==> src/rtl/pic_alu_defines.svh <==
`ifndef PIC_ALU_DEFINES_SVH
`define PIC_ALU_DEFINES_SVH

`define PIC_DATA_W   8
`define PIC_INSTR_W  14
`define PIC_OP_W     5
`define PIC_BSEL_W   3
`define PIC_STATUS_W 3

`define PIC_D_BIT    7      // Destination select, 1 means F
`define PIC_B_LSB    7      // Bit select is bits 9..7
`define PIC_OPC_LSB  7      // Patterns below cover bits 13..7

// Bit 7 only matters where d picks the instruction
`define PIC_OPC_NOP    7'b0000000
`define PIC_OPC_MOVWF  7'b0000001
`define PIC_OPC_CLRW   7'b0000010
`define PIC_OPC_CLRF   7'b0000011
`define PIC_OPC_SUBWF  7'b000010?
`define PIC_OPC_DECF   7'b000011?
`define PIC_OPC_IORWF  7'b000100?
`define PIC_OPC_ANDWF  7'b000101?
`define PIC_OPC_XORWF  7'b000110?
`define PIC_OPC_ADDWF  7'b000111?
`define PIC_OPC_MOVF   7'b001000?
`define PIC_OPC_COMF   7'b001001?
`define PIC_OPC_INCF   7'b001010?
`define PIC_OPC_DECFSZ 7'b001011?
`define PIC_OPC_RRF    7'b001100?
`define PIC_OPC_RLF    7'b001101?
`define PIC_OPC_SWAPF  7'b001110?
`define PIC_OPC_INCFSZ 7'b001111?
`define PIC_OPC_BCF    7'b0100???
`define PIC_OPC_BSF    7'b0101???
`define PIC_OPC_BTFSC  7'b0110???
`define PIC_OPC_BTFSS  7'b0111???
`define PIC_OPC_MOVLW  7'b1100???
`define PIC_OPC_IORLW  7'b111000?
`define PIC_OPC_ANDLW  7'b111001?
`define PIC_OPC_XORLW  7'b111010?
`define PIC_OPC_SUBLW  7'b11110??
`define PIC_OPC_ADDLW  7'b11111??

`define PIC_OP_NOP    5'd0
`define PIC_OP_ADDWF  5'd1
`define PIC_OP_ANDWF  5'd2
`define PIC_OP_CLRF   5'd3
`define PIC_OP_CLRW   5'd4
`define PIC_OP_COMF   5'd5
`define PIC_OP_DECF   5'd6
`define PIC_OP_INCF   5'd7
`define PIC_OP_IORWF  5'd8
`define PIC_OP_MOVF   5'd9
`define PIC_OP_MOVWF  5'd10
`define PIC_OP_RLF    5'd11
`define PIC_OP_RRF    5'd12
`define PIC_OP_SUBWF  5'd13
`define PIC_OP_SWAPF  5'd14
`define PIC_OP_XORWF  5'd15
`define PIC_OP_INCFSZ 5'd16
`define PIC_OP_DECFSZ 5'd17
`define PIC_OP_BCF    5'd18
`define PIC_OP_BSF    5'd19
`define PIC_OP_BTFSC  5'd20
`define PIC_OP_BTFSS  5'd21
`define PIC_OP_ADDLW  5'd22
`define PIC_OP_ANDLW  5'd23
`define PIC_OP_IORLW  5'd24
`define PIC_OP_MOVLW  5'd25
`define PIC_OP_SUBLW  5'd26
`define PIC_OP_XORLW  5'd27

`define STATUS_C  0
`define STATUS_DC 1
`define STATUS_Z  2

`endif

==> src/rtl/pic_alu_pkg.sv <==
`default_nettype none

`include "pic_alu_defines.svh"

package pic_alu_pkg;

    typedef logic [`PIC_DATA_W-1:0]   data_t;
    typedef logic [`PIC_INSTR_W-1:0]  instr_t;
    typedef logic [`PIC_OP_W-1:0]     alu_op_t;
    typedef logic [`PIC_BSEL_W-1:0]   bit_sel_t;
    typedef logic [`PIC_STATUS_W-1:0] status_t;   // {Z, DC, C}

    typedef struct packed {
        alu_op_t  op;
        logic     dest_f;
        bit_sel_t bit_sel;
        data_t    literal;
    } decoded_t;

    // One record per executed instruction
    typedef struct packed {
        data_t   w;
        data_t   f;
        status_t status;
        logic    skip;
    } alu_result_t;

endpackage

`default_nettype wire

==> src/rtl/instr_decoder.sv <==
`default_nettype none

`include "pic_alu_defines.svh"

module instr_decoder (
    input  wire                         clk,
    input  wire                         arst_n,
    input  wire                         in_valid,
    output logic                        in_ready,
    input  wire pic_alu_pkg::instr_t    in_data,
    output logic                        dec_valid,
    input  wire                         dec_ready,
    output pic_alu_pkg::decoded_t       dec_data
);

    pic_alu_pkg::decoded_t dec_next;
    logic                  rst_done;
    logic                  in_fire;

    assign in_ready = rst_done && (!dec_valid || dec_ready);   // Empty or draining
    assign in_fire  = in_valid && in_ready;

    always_comb begin
        dec_next.dest_f  = in_data[`PIC_D_BIT];
        dec_next.bit_sel = in_data[`PIC_B_LSB +: `PIC_BSEL_W];
        dec_next.literal = in_data[`PIC_DATA_W-1:0];
        casez (in_data[`PIC_INSTR_W-1:`PIC_OPC_LSB])
            `PIC_OPC_NOP:    dec_next.op = `PIC_OP_NOP;
            `PIC_OPC_MOVWF:  dec_next.op = `PIC_OP_MOVWF;
            `PIC_OPC_CLRW:   dec_next.op = `PIC_OP_CLRW;
            `PIC_OPC_CLRF:   dec_next.op = `PIC_OP_CLRF;
            `PIC_OPC_SUBWF:  dec_next.op = `PIC_OP_SUBWF;
            `PIC_OPC_DECF:   dec_next.op = `PIC_OP_DECF;
            `PIC_OPC_IORWF:  dec_next.op = `PIC_OP_IORWF;
            `PIC_OPC_ANDWF:  dec_next.op = `PIC_OP_ANDWF;
            `PIC_OPC_XORWF:  dec_next.op = `PIC_OP_XORWF;
            `PIC_OPC_ADDWF:  dec_next.op = `PIC_OP_ADDWF;
            `PIC_OPC_MOVF:   dec_next.op = `PIC_OP_MOVF;
            `PIC_OPC_COMF:   dec_next.op = `PIC_OP_COMF;
            `PIC_OPC_INCF:   dec_next.op = `PIC_OP_INCF;
            `PIC_OPC_DECFSZ: dec_next.op = `PIC_OP_DECFSZ;
            `PIC_OPC_RRF:    dec_next.op = `PIC_OP_RRF;
            `PIC_OPC_RLF:    dec_next.op = `PIC_OP_RLF;
            `PIC_OPC_SWAPF:  dec_next.op = `PIC_OP_SWAPF;
            `PIC_OPC_INCFSZ: dec_next.op = `PIC_OP_INCFSZ;
            `PIC_OPC_BCF:    dec_next.op = `PIC_OP_BCF;
            `PIC_OPC_BSF:    dec_next.op = `PIC_OP_BSF;
            `PIC_OPC_BTFSC:  dec_next.op = `PIC_OP_BTFSC;
            `PIC_OPC_BTFSS:  dec_next.op = `PIC_OP_BTFSS;
            `PIC_OPC_MOVLW:  dec_next.op = `PIC_OP_MOVLW;
            `PIC_OPC_IORLW:  dec_next.op = `PIC_OP_IORLW;
            `PIC_OPC_ANDLW:  dec_next.op = `PIC_OP_ANDLW;
            `PIC_OPC_XORLW:  dec_next.op = `PIC_OP_XORLW;
            `PIC_OPC_SUBLW:  dec_next.op = `PIC_OP_SUBLW;
            `PIC_OPC_ADDLW:  dec_next.op = `PIC_OP_ADDLW;
            default:         dec_next.op = `PIC_OP_NOP;     // Unknown word
        endcase
    end

    // Holds in_ready low until the first edge out of reset
    always_ff @(posedge clk or negedge arst_n) begin
        if (!arst_n) begin
            rst_done <= 1'b0;
        end else begin
            rst_done <= 1'b1;
        end
    end

    always_ff @(posedge clk or negedge arst_n) begin
        if (!arst_n) begin
            dec_valid <= 1'b0;
        end else if (in_fire) begin
            dec_valid <= 1'b1;
        end else if (dec_ready) begin
            dec_valid <= 1'b0;
        end
    end

    always_ff @(posedge clk) begin
        if (in_fire) begin
            dec_data <= dec_next;
        end
    end

endmodule

`default_nettype wire

==> src/rtl/alu_datapath.sv <==
`default_nettype none

`include "pic_alu_defines.svh"

module alu_datapath (
    input  wire pic_alu_pkg::decoded_t  op_in,
    input  wire pic_alu_pkg::data_t     w,
    input  wire pic_alu_pkg::data_t     f,
    input  wire pic_alu_pkg::status_t   status,
    output pic_alu_pkg::data_t          result,
    output logic                        write_w,
    output logic                        write_f,
    output pic_alu_pkg::status_t        status_next,
    output logic                        skip
);

    localparam int NIB_W = `PIC_DATA_W / 2;
    localparam pic_alu_pkg::data_t ONE = 1;

    pic_alu_pkg::data_t    opnd;
    pic_alu_pkg::data_t    addend;
    pic_alu_pkg::data_t    bit_mask;
    logic [`PIC_DATA_W:0]  sum;
    logic [NIB_W:0]        nib_sum;
    logic                  lit_op;
    logic                  is_sub;
    logic                  sel_bit;

    assign lit_op = (op_in.op >= `PIC_OP_ADDLW) && (op_in.op <= `PIC_OP_XORLW);
    assign is_sub = (op_in.op == `PIC_OP_SUBWF) || (op_in.op == `PIC_OP_SUBLW);
    assign opnd   = lit_op ? op_in.literal : f;

    // Subtract is opnd + ~w + 1, so carry out means no borrow
    assign addend  = is_sub ? ~w : w;
    assign sum     = {1'b0, opnd} + {1'b0, addend} + {{`PIC_DATA_W{1'b0}}, is_sub};
    assign nib_sum = {1'b0, opnd[NIB_W-1:0]} + {1'b0, addend[NIB_W-1:0]}
                   + {{NIB_W{1'b0}}, is_sub};

    assign bit_mask = ONE << op_in.bit_sel;
    assign sel_bit  = f[op_in.bit_sel];

    always_comb begin
        logic byte_dest;
        logic to_w;
        logic to_f;
        logic aff_c;
        logic aff_dc;
        logic aff_z;
        logic c_new;
        logic test_zero;
        logic res_zero;

        result    = f;
        byte_dest = 1'b0;
        to_w      = 1'b0;
        to_f      = 1'b0;
        aff_c     = 1'b0;
        aff_dc    = 1'b0;
        aff_z     = 1'b0;
        c_new     = sum[`PIC_DATA_W];
        test_zero = 1'b0;
        skip      = 1'b0;

        case (op_in.op)
            `PIC_OP_ADDWF, `PIC_OP_SUBWF: begin
                result    = sum[`PIC_DATA_W-1:0];
                byte_dest = 1'b1;
                aff_c     = 1'b1;
                aff_dc    = 1'b1;
                aff_z     = 1'b1;
            end
            `PIC_OP_ADDLW, `PIC_OP_SUBLW: begin
                result = sum[`PIC_DATA_W-1:0];
                to_w   = 1'b1;
                aff_c  = 1'b1;
                aff_dc = 1'b1;
                aff_z  = 1'b1;
            end
            `PIC_OP_ANDWF, `PIC_OP_ANDLW: begin
                result    = w & opnd;
                byte_dest = !lit_op;
                to_w      = lit_op;
                aff_z     = 1'b1;
            end
            `PIC_OP_IORWF, `PIC_OP_IORLW: begin
                result    = w | opnd;
                byte_dest = !lit_op;
                to_w      = lit_op;
                aff_z     = 1'b1;
            end
            `PIC_OP_XORWF, `PIC_OP_XORLW: begin
                result    = w ^ opnd;
                byte_dest = !lit_op;
                to_w      = lit_op;
                aff_z     = 1'b1;
            end
            `PIC_OP_CLRF, `PIC_OP_CLRW: begin
                result = '0;
                to_f   = (op_in.op == `PIC_OP_CLRF);
                to_w   = (op_in.op == `PIC_OP_CLRW);
                aff_z  = 1'b1;
            end
            `PIC_OP_COMF: begin
                result    = ~f;
                byte_dest = 1'b1;
                aff_z     = 1'b1;
            end
            `PIC_OP_INCF, `PIC_OP_DECF: begin
                result    = (op_in.op == `PIC_OP_INCF) ? f + ONE : f - ONE;
                byte_dest = 1'b1;
                aff_z     = 1'b1;
            end
            `PIC_OP_INCFSZ, `PIC_OP_DECFSZ: begin
                result    = (op_in.op == `PIC_OP_INCFSZ) ? f + ONE : f - ONE;
                byte_dest = 1'b1;
                test_zero = 1'b1;               // No flags touched
            end
            `PIC_OP_MOVF: begin
                byte_dest = 1'b1;
                aff_z     = 1'b1;               // Z test on F itself
            end
            `PIC_OP_MOVWF: begin
                result = w;
                to_f   = 1'b1;
            end
            `PIC_OP_MOVLW: begin
                result = op_in.literal;
                to_w   = 1'b1;
            end
            `PIC_OP_RLF: begin
                result    = {f[`PIC_DATA_W-2:0], status[`STATUS_C]};
                c_new     = f[`PIC_DATA_W-1];
                byte_dest = 1'b1;
                aff_c     = 1'b1;
            end
            `PIC_OP_RRF: begin
                result    = {status[`STATUS_C], f[`PIC_DATA_W-1:1]};
                c_new     = f[0];
                byte_dest = 1'b1;
                aff_c     = 1'b1;
            end
            `PIC_OP_SWAPF: begin
                result    = {f[NIB_W-1:0], f[`PIC_DATA_W-1:NIB_W]};
                byte_dest = 1'b1;
            end
            `PIC_OP_BCF: begin
                result = f & ~bit_mask;
                to_f   = 1'b1;
            end
            `PIC_OP_BSF: begin
                result = f | bit_mask;
                to_f   = 1'b1;
            end
            `PIC_OP_BTFSC: skip = !sel_bit;     // F left alone
            `PIC_OP_BTFSS: skip = sel_bit;
            default: ;                          // NOP
        endcase

        res_zero = (result == '0);
        if (test_zero) begin
            skip = res_zero;
        end

        write_w = byte_dest ? !op_in.dest_f : to_w;
        write_f = byte_dest ? op_in.dest_f : to_f;

        status_next = status;
        if (aff_c) begin
            status_next[`STATUS_C] = c_new;
        end
        if (aff_dc) begin
            status_next[`STATUS_DC] = nib_sum[NIB_W];
        end
        if (aff_z) begin
            status_next[`STATUS_Z] = res_zero;
        end
    end

endmodule

`default_nettype wire

==> src/rtl/alu_execute.sv <==
`default_nettype none

module alu_execute (
    input  wire                         clk,
    input  wire                         arst_n,
    input  wire                         dec_valid,
    output logic                        dec_ready,
    input  wire pic_alu_pkg::decoded_t  dec_data,
    output logic                        out_valid,
    input  wire                         out_ready,
    output pic_alu_pkg::alu_result_t    out_data
);

    pic_alu_pkg::data_t   w_q;
    pic_alu_pkg::data_t   f_q;
    pic_alu_pkg::status_t status_q;
    pic_alu_pkg::data_t   result;
    pic_alu_pkg::data_t   w_next;
    pic_alu_pkg::data_t   f_next;
    pic_alu_pkg::status_t status_next;
    logic                 write_w;
    logic                 write_f;
    logic                 skip;
    logic                 dec_fire;

    assign dec_ready = !out_valid || out_ready;    // State only moves with the record
    assign dec_fire  = dec_valid && dec_ready;

    alu_datapath alu_datapath_i (
        .op_in       (dec_data),
        .w           (w_q),
        .f           (f_q),
        .status      (status_q),
        .result      (result),
        .write_w     (write_w),
        .write_f     (write_f),
        .status_next (status_next),
        .skip        (skip)
    );

    assign w_next = write_w ? result : w_q;
    assign f_next = write_f ? result : f_q;

    always_ff @(posedge clk or negedge arst_n) begin
        if (!arst_n) begin
            w_q       <= '0;
            f_q       <= '0;
            status_q  <= '0;
            out_valid <= 1'b0;
        end else if (dec_fire) begin
            w_q       <= w_next;
            f_q       <= f_next;
            status_q  <= status_next;
            out_valid <= 1'b1;
        end else if (out_ready) begin
            out_valid <= 1'b0;
        end
    end

    // Record of the state right after the instruction
    always_ff @(posedge clk) begin
        if (dec_fire) begin
            out_data.w      <= w_next;
            out_data.f      <= f_next;
            out_data.status <= status_next;
            out_data.skip   <= skip;
        end
    end

endmodule

`default_nettype wire

==> src/rtl/pic_alu_top.sv <==
`default_nettype none

module pic_alu_top (
    input  wire                          clk,
    input  wire                          arst_n,
    input  wire                          in_valid,
    output wire                          in_ready,
    input  wire pic_alu_pkg::instr_t     in_data,
    output wire                          out_valid,
    input  wire                          out_ready,
    output wire pic_alu_pkg::alu_result_t out_data
);

    wire                        dec_valid;
    wire                        dec_ready;
    wire pic_alu_pkg::decoded_t dec_data;

    instr_decoder instr_decoder_i (
        .clk       (clk),
        .arst_n    (arst_n),
        .in_valid  (in_valid),
        .in_ready  (in_ready),
        .in_data   (in_data),
        .dec_valid (dec_valid),
        .dec_ready (dec_ready),
        .dec_data  (dec_data)
    );

    alu_execute alu_execute_i (
        .clk       (clk),
        .arst_n    (arst_n),
        .dec_valid (dec_valid),
        .dec_ready (dec_ready),
        .dec_data  (dec_data),
        .out_valid (out_valid),
        .out_ready (out_ready),
        .out_data  (out_data)
    );

endmodule

`default_nettype wire

==> config.mk <==
export PLATFORM = sky130hd
export DESIGN_NAME = pic_alu_top
export DESIGN_NICKNAME = d
export VERILOG_FILES = /design/src/rtl/pic_alu_pkg.sv /design/src/rtl/instr_decoder.sv /design/src/rtl/alu_datapath.sv /design/src/rtl/alu_execute.sv /design/src/rtl/pic_alu_top.sv
export VERILOG_INCLUDE_DIRS = /design/src /design/src/rtl
export SDC_FILE = /design/constraint.sdc
export NUM_CORES = 1
export LEC_CHECK = 0
export BUFFER_PORTS_ARGS = -buffer_cell sky130_fd_sc_hd__buf_2
export CAP_MARGIN = 10
export CORE_MARGIN = 2
export CORE_UTILIZATION = 30
export DETAILED_ROUTE_END_ITERATION = 10
export SLEW_MARGIN = 30
export SYNTH_ARGS = -nofsm -noshare
export SYNTH_HDL_FRONTEND = slang
export SYNTH_SLANG_ARGS = --single-unit
==> constraint.sdc <==
create_clock -name clk -period 5.5 [get_ports clk]
set_input_delay 1.1 -clock clk [delete_from_list [all_inputs] [get_ports clk]]
set_output_delay 1.1 -clock clk [all_outputs]
set_load 0.1 [all_outputs]
# After elaboration in Yosys (flattened, before gate mapping)
# Index checks and enable logic that the tools add are counted.
[word_totals] ff_bits=59 out_inout_bits=22 word_cells=143
[op_classes] n_addsub=6 order_cmp=3 n_eq_ne=54 n_shift=1 mux=29 n_bitwise=8 reduce_logical=28
[op_table] operator="5-bit case mux with 27 select lines" count=1
[op_table] operator="8-bit case mux with 15 select lines" count=1
[op_table] operator="5-bit == test (second input constant)" count=14
[op_table] operator="6-bit by 4-bit == test with 1-bit output (second input constant)" count=8
[op_table] operator="8-bit 2-to-1 mux" count=6
[op_table] operator="5-bit by 4-bit == test with 1-bit output (second input constant)" count=8
[op_table] operator="6-bit by 3-bit == test with 1-bit output (second input constant)" count=4
[op_table] operator="8-bit NOT" count=3
[op_table] operator="5-bit by 3-bit == test with 1-bit output (second input constant)" count=4
[op_table] operator="6-bit == test (second input constant)" count=3
[op_table] operator="8-bit bitwise AND" count=2
[op_table] operator="4-bit by 3-bit == test with 1-bit output (second input constant)" count=4
[op_table] operator="8-bit OR" count=2
[op_table] operator="16-bit OR reduction" count=1
[op_table] operator="1-bit 2-to-1 mux" count=15
[op_table] operator="7-bit by 2-bit == test with 1-bit output (second input constant)" count=2
[op_table] operator="6-bit by 2-bit == test with 1-bit output (second input constant)" count=2
[op_table] operator="2-bit OR reduction" count=6
[op_table] operator="6-bit OR reduction" count=2
[op_table] operator="11-bit OR reduction" count=1
[op_table] operator="5-bit by 2-bit == test with 1-bit output (second input constant)" count=2
[op_table] operator="8-bit by 8-bit adder with 9-bit output" count=1
[op_table] operator="9-bit by 1-bit adder with 9-bit output" count=1
[op_table] operator="8-bit by 1-bit adder with 8-bit output (second input constant)" count=1
[op_table] operator="other kinds (21)" count=35

# Depth between registers and ports, before layout
[logic_depth] word_depth=8 ltp_mapped=16 depth_no_buf=15

# Modules after synthesis
# Synthesis repeated with hierarchy kept, for this count alone.
[unflattened] cells_unflattened=552 hier_area_um2=5266.3
[modules_own_cells] mod="alu_datapath" instances=1 cells_each=388 area_each_um2=2752.6
[modules_own_cells] mod="alu_execute" instances=1 cells_each=85 area_each_um2=1644.1
[modules_own_cells] mod="instr_decoder" instances=1 cells_each=79 area_each_um2=869.6

# Worst setup path after synthesis
# Ideal clock, no wire load.
[synth_timing] path_type="input to output" from="in out_ready" to="out in_ready" t_arrival_ns=3.367 t_required_ns=4.400 slack_ns=1.033 path_stages=2 path_cell_list="nor2b_1 a21boi_0"
[synth_via] elab_chain_len=3
[synth_rtl] element="start, declared" line_no="pic_alu_top.sv:10" text="input wire out_ready,"
[synth_rtl] element="1-bit logical OR" line_no="alu_execute.sv:26" text="assign dec_ready = !out_valid || out_ready;"
[synth_rtl] element="1-bit logical OR" line_no="instr_decoder.sv:20" text="assign in_ready = rst_done && (!dec_valid || dec_ready);"
[synth_rtl] element="1-bit logical AND" line_no="instr_decoder.sv:20"
[synth_rtl] element="end, declared" line_no="pic_alu_top.sv:7" text="output wire in_ready,"
# No other way between the ends.

# Final worst setup path
[layout_timing] from="reg instr_decoder_i.dec_data[14] (netlist name)" to="reg alu_execute_i.out_data[0] (netlist name)"
[layout_via] elab_chain_len=8
[layout_rtl] element="5-bit greater-or-equal comparator (no source line) (tied with other cells)"
[layout_rtl] element="1-bit logical AND / 1-bit logical OR (equally long branches)" line_no="alu_datapath.sv:29, alu_datapath.sv:30"
[layout_rtl] element="8-bit 2-to-1 mux, on equally long branches" line_no="alu_datapath.sv:31, alu_datapath.sv:34"
[layout_rtl] element="8-bit by 8-bit adder with 9-bit output" line_no="alu_datapath.sv:35" text="assign sum = {1'b0, opnd} + {1'b0, addend} + {{`PIC_DATA_W{1'b0}}, is_sub};"
[layout_rtl] element="9-bit by 1-bit adder with 9-bit output" line_no="alu_datapath.sv:35"
[layout_rtl] element="8-bit case mux with 15 select lines" line_no="alu_datapath.sv:64" text="case (op_in.op)"
[layout_rtl] element="8-bit logical NOT" line_no="alu_datapath.sv:159" text="res_zero = (result == '0);"
[layout_rtl] element="1-bit 2-to-1 mux *" line_no="alu_datapath.sv:160" text="if (test_zero) begin"
[layout_rtl] element="named net alu_execute_i.alu_datapath_i.skip" line_no="alu_datapath.sv:14" text="output logic skip"
# Mark *: on every way through the listed nets, which the timed path passes. The rest lies on a longest branch.
# A chain may end at the register's enable or synchronous reset.

==> summary.log <==
[timing] clock skew after layout 0.0100 ns
[clock_tree] Clock Pin Slew Worst Setup and Hold Paths 0.05 ns
[placed_design] HPWL Detailed 11800 µm
[power] total power 2.61 mW
[clock_tree] setup bufs post-CTS 0
[clock_tree] number of H-tree branching levels 3
[global_routing] grt total ovfl 0
[setup_path] R2R cell count 14
[clock_tree] cts bufs inserted 9
[clock_tree] clock tree from TritonCTS yes
[yosys] library cells used by synthesis 83
[timing] count of endpoints failing hold in the final timing report 0
[yosys] nets in the synthesized netlist 629
[setup_path] critical path data arrival time 4.89 ns
[drt] 1st-iter DRT viols 464
[power] P per Cell Area 449 nW/µm²
[floorplanning] Die Span X 135 µm
[power] peak supply drop 0.183 mV
[yosys] Post-synth top flop edfxtp_1
[yosys] Mapped Cells 586
[global_routing] overall fraction of global-route tracks in use 18.3%
[clock_tree] CTS root buffer clkbuf_16
[drt] count of nets left with antenna violations after detail routing 0
[floorplanning] die footprint 18300 µm²
[drt] drt first pass iters 5
[timing] total count of max-transition violations in the final report 0
[drt] drt drc 0
[timing] post-route minimum period 4.68 ns
[yosys] flip-flop and latch count after synthesis 57
[timing] unrepaired setup endpoints after global routing no
[drt] routed wirelength normalized by instance count 20.0 µm
[floorplanning] core region area 16700 µm²
[drt] Vias/cell 5.71
[placed_design] RePlAce Congestion 0.983
[placed_design] number of buffers inserted by port buffering 39
[clock_tree] CTS resizes 0
[global_routing] vias in the first global route 4408
[setup_path] slowest cell delay on critical path 0.69 ns
[timing] final period utilization 85.0%
[setup_path] R2R Path Start instr_decoder_i.dec_data[14]$_DFFE_PP_
[setup_path] slowest library cell on the worst path edfxtp_1
[drt] WL final 16300 µm
[setup_path] top cell family by delay on the critical path compound AO/OA/AOI/OAI gates
[clock_tree] number of clock sinks 57
[clock_tree] deepest clock path buffer count 2
[setup_path] CP cell instances o21ai_0 > a21oi_2 > o22a_1 > a21oi_1 > fa_1 > nand2b_1 > a21oi_1 > xor2_1 > a221o_1 > o32a_1 > or4_1 > nor3_2 > and3b_1 > o2111a_1
[clock_tree] number of hold-repair buffers added at the cts stage 0
[flow_run] total of max-cap violations 0
[final_layout] number of nets in the finished design 636
[yosys] cell types occupying the most area after synthesis edfxtp_1 (20%), dfrtp_1 (11%), mux2_2 (6.5%)
[power] static power due to leakage 2.29 nW
[final_layout] count of antenna diodes in the layout 0
[floorplanning] Die H 135 µm
[yosys] post-synthesis async set-or-reset flop share 38.6%
[hold_path] Tightest Hold Check Type reg2reg
[yosys] Yosys warning count 0
[timing] Setup Total Neg Slack 0 ns
[hold_path] worst hold path depth 1
[setup_path] critical path endpoint category register
[yosys] post-synthesis cell type with the largest combined area edfxtp_1
[yosys] area share of the largest cell type after synthesis 20.3%
[run_status] run status completed
[timing] highest clock rate 0.214 GHz
[setup_path] most numerous cell on the critical path a21oi_1
[global_routing] maximum number of pins on one net before global-route repair 35
[final_layout] final non-filler cell area 5810 µm²
[yosys] register area share after synthesis 31.0%
[setup_path] buffering stage count on the worst path with inverters included 0
[setup_path] Max FO, Critical Path 15
[setup_path] type of the worst setup path reg2reg
[placed_design] DP Area 5480 µm²
[final_layout] commonest cells after routing, fill and taps aside nor2_1 (50), nand2_1 (48), buf_2 (39)
[drt] overall via count from detail_route 4673
[timing] final worst hold slack 0.512 ns
[timing] final count of negative-setup-slack endpoints 0
[final_layout] area delta synth->final 12.5%
[timing] max_slew headroom 36.7%
[hold_path] Worst Hold End alu_execute_i.status_q[1]$_DFFE_PN0P_
[setup_path] critical path launch point type register
[setup_path] data required time of the critical path 5.71 ns
[final_layout] most common cell after layout, fill and taps aside nor2_1
[setup_path] endpoint of the worst register-to-register path alu_execute_i.out_data[0]$_DFFE_PP_
[yosys] EDFF count, synth 35
[final_layout] layout cells sized above 1 19.7%
[yosys] mean post-synth cell area 8.82 µm²
[clock_tree] worst-skew pair later-pin latency 0.35 ns
[timing] Tightest Pin Transition 0.949 ns
[setup_path] worst reg2reg setup slack 0.82 ns
[global_routing] first-pass GRT wire length 25400 µm
[hold_path] HP Start alu_execute_i.status_q[1]$_DFFE_PN0P_
[floorplanning] Starting Density 30.9%
[floorplanning] Cell Rows 47
[yosys] area of the mapped netlist 5170 µm²
[global_routing] number of antenna violations at the first check in global routing 0
[floorplanning] total I/O pin count 40
[worst max-delay path by stage]
stage | cells past startpoint | start | to
global placement | 14 | instr_decoder_i.dec_data[14]$_DFFE_PP_ | alu_execute_i.out_data[0]$_DFFE_PP_
global route | 14 | instr_decoder_i.dec_data[14]$_DFFE_PP_ | alu_execute_i.out_data[0]$_DFFE_PP_
detailed placement | 14 | instr_decoder_i.dec_data[14]$_DFFE_PP_ | alu_execute_i.out_data[0]$_DFFE_PP_
finish | 14 | instr_decoder_i.dec_data[14]$_DFFE_PP_ | alu_execute_i.out_data[0]$_DFFE_PP_
floorplan | 2 | out_ready | in_ready
CTS | 14 | instr_decoder_i.dec_data[14]$_DFFE_PP_ | alu_execute_i.out_data[0]$_DFFE_PP_
[cell usage after synthesis, types with 6 or more instances]
master	count
dfrtp_1	22
mux2i_1	11
nand2_1	48
buf_2	10
xnor2_1	17
xor2_1	7
o21ai_0	26
nor4_1	7
nand3_1	17
inv_1	27
a221oi_1	13
a22oi_1	10
ha_1	24
mux2_2	30
a21oi_1	26
nor2_1	50
o211ai_1	6
nand2b_1	10
edfxtp_1	35
and2_1	6
nor2b_1	13
clkbuf_1	33
a31oi_1	6
nor3_1	11
[logic make-up (layout without fill, tap and decap cells)]
kind of cell / after synthesis / count (layout) / synth area share, %
AOI/OAI and AO/OA: 152 / 152 / 21.5
xor gates and xnor gates: 25 / 25 / 4.38
adders and majority gates: 25 / 25 / 6.20
buffers and inverters: 80 / 92 / 6.49
DFF: 57 / 57 / 31.0
muxes: 43 / 43 / 9.54
other: 1 / 1 / 0.0726
and+or+nand+nor: 203 / 203 / 20.9
[flip-flops by register name, summed over array words and instances (netlist names)]
signal / count
alu_execute_i.f_q: 8
alu_execute_i.out_data: 20
alu_execute_i.out_valid: 1
alu_execute_i.status_q: 3
alu_execute_i.w_q: 8
instr_decoder_i.dec_data: 15
instr_decoder_i.dec_valid: 1
instr_decoder_i.rst_done: 1
[routing by layer]
| metal | part of all wire, % | global-route usage, % |
|---|---|---|
| met5 | 0 | 0 |
| met2 | 44 | 27.4 |
| met3 | 8.9 | 5.09 |
| met4 | 3.2 | 6.89 |
| met1 | 44 | 25.0 |
[through the flow]
step,setup WS [ns],util [%],cells
floorplan,1.03,-,586
global placement,1.06,32.8,802
detailed placement,0.914,32.8,802
CTS,0.905,34.8,818
global route,0.570,34.8,818
finish,0.825,34.8,818
[power by group]
part	switching (mW)	leakage [nW]	internal, mW
clock	0.210	0.158	0.400
combinational	0.756	1.52	0.460
sequential	0.216	0.611	0.568
total	1.18	2.29	1.43
[cell type report]
class / instances / area, µm²
repair buffers: 48 / 263
multi-input cells: 449 / 3240
well taps: 220 / 275
clock buffers: 13 / 280
clock inverters: 3 / 46.3
inverters: 28 / 106
flip-flops and latches: 57 / 1600
fillers: 1753 / 10900
No activity file was read; power rests on OpenSTA's default activity.
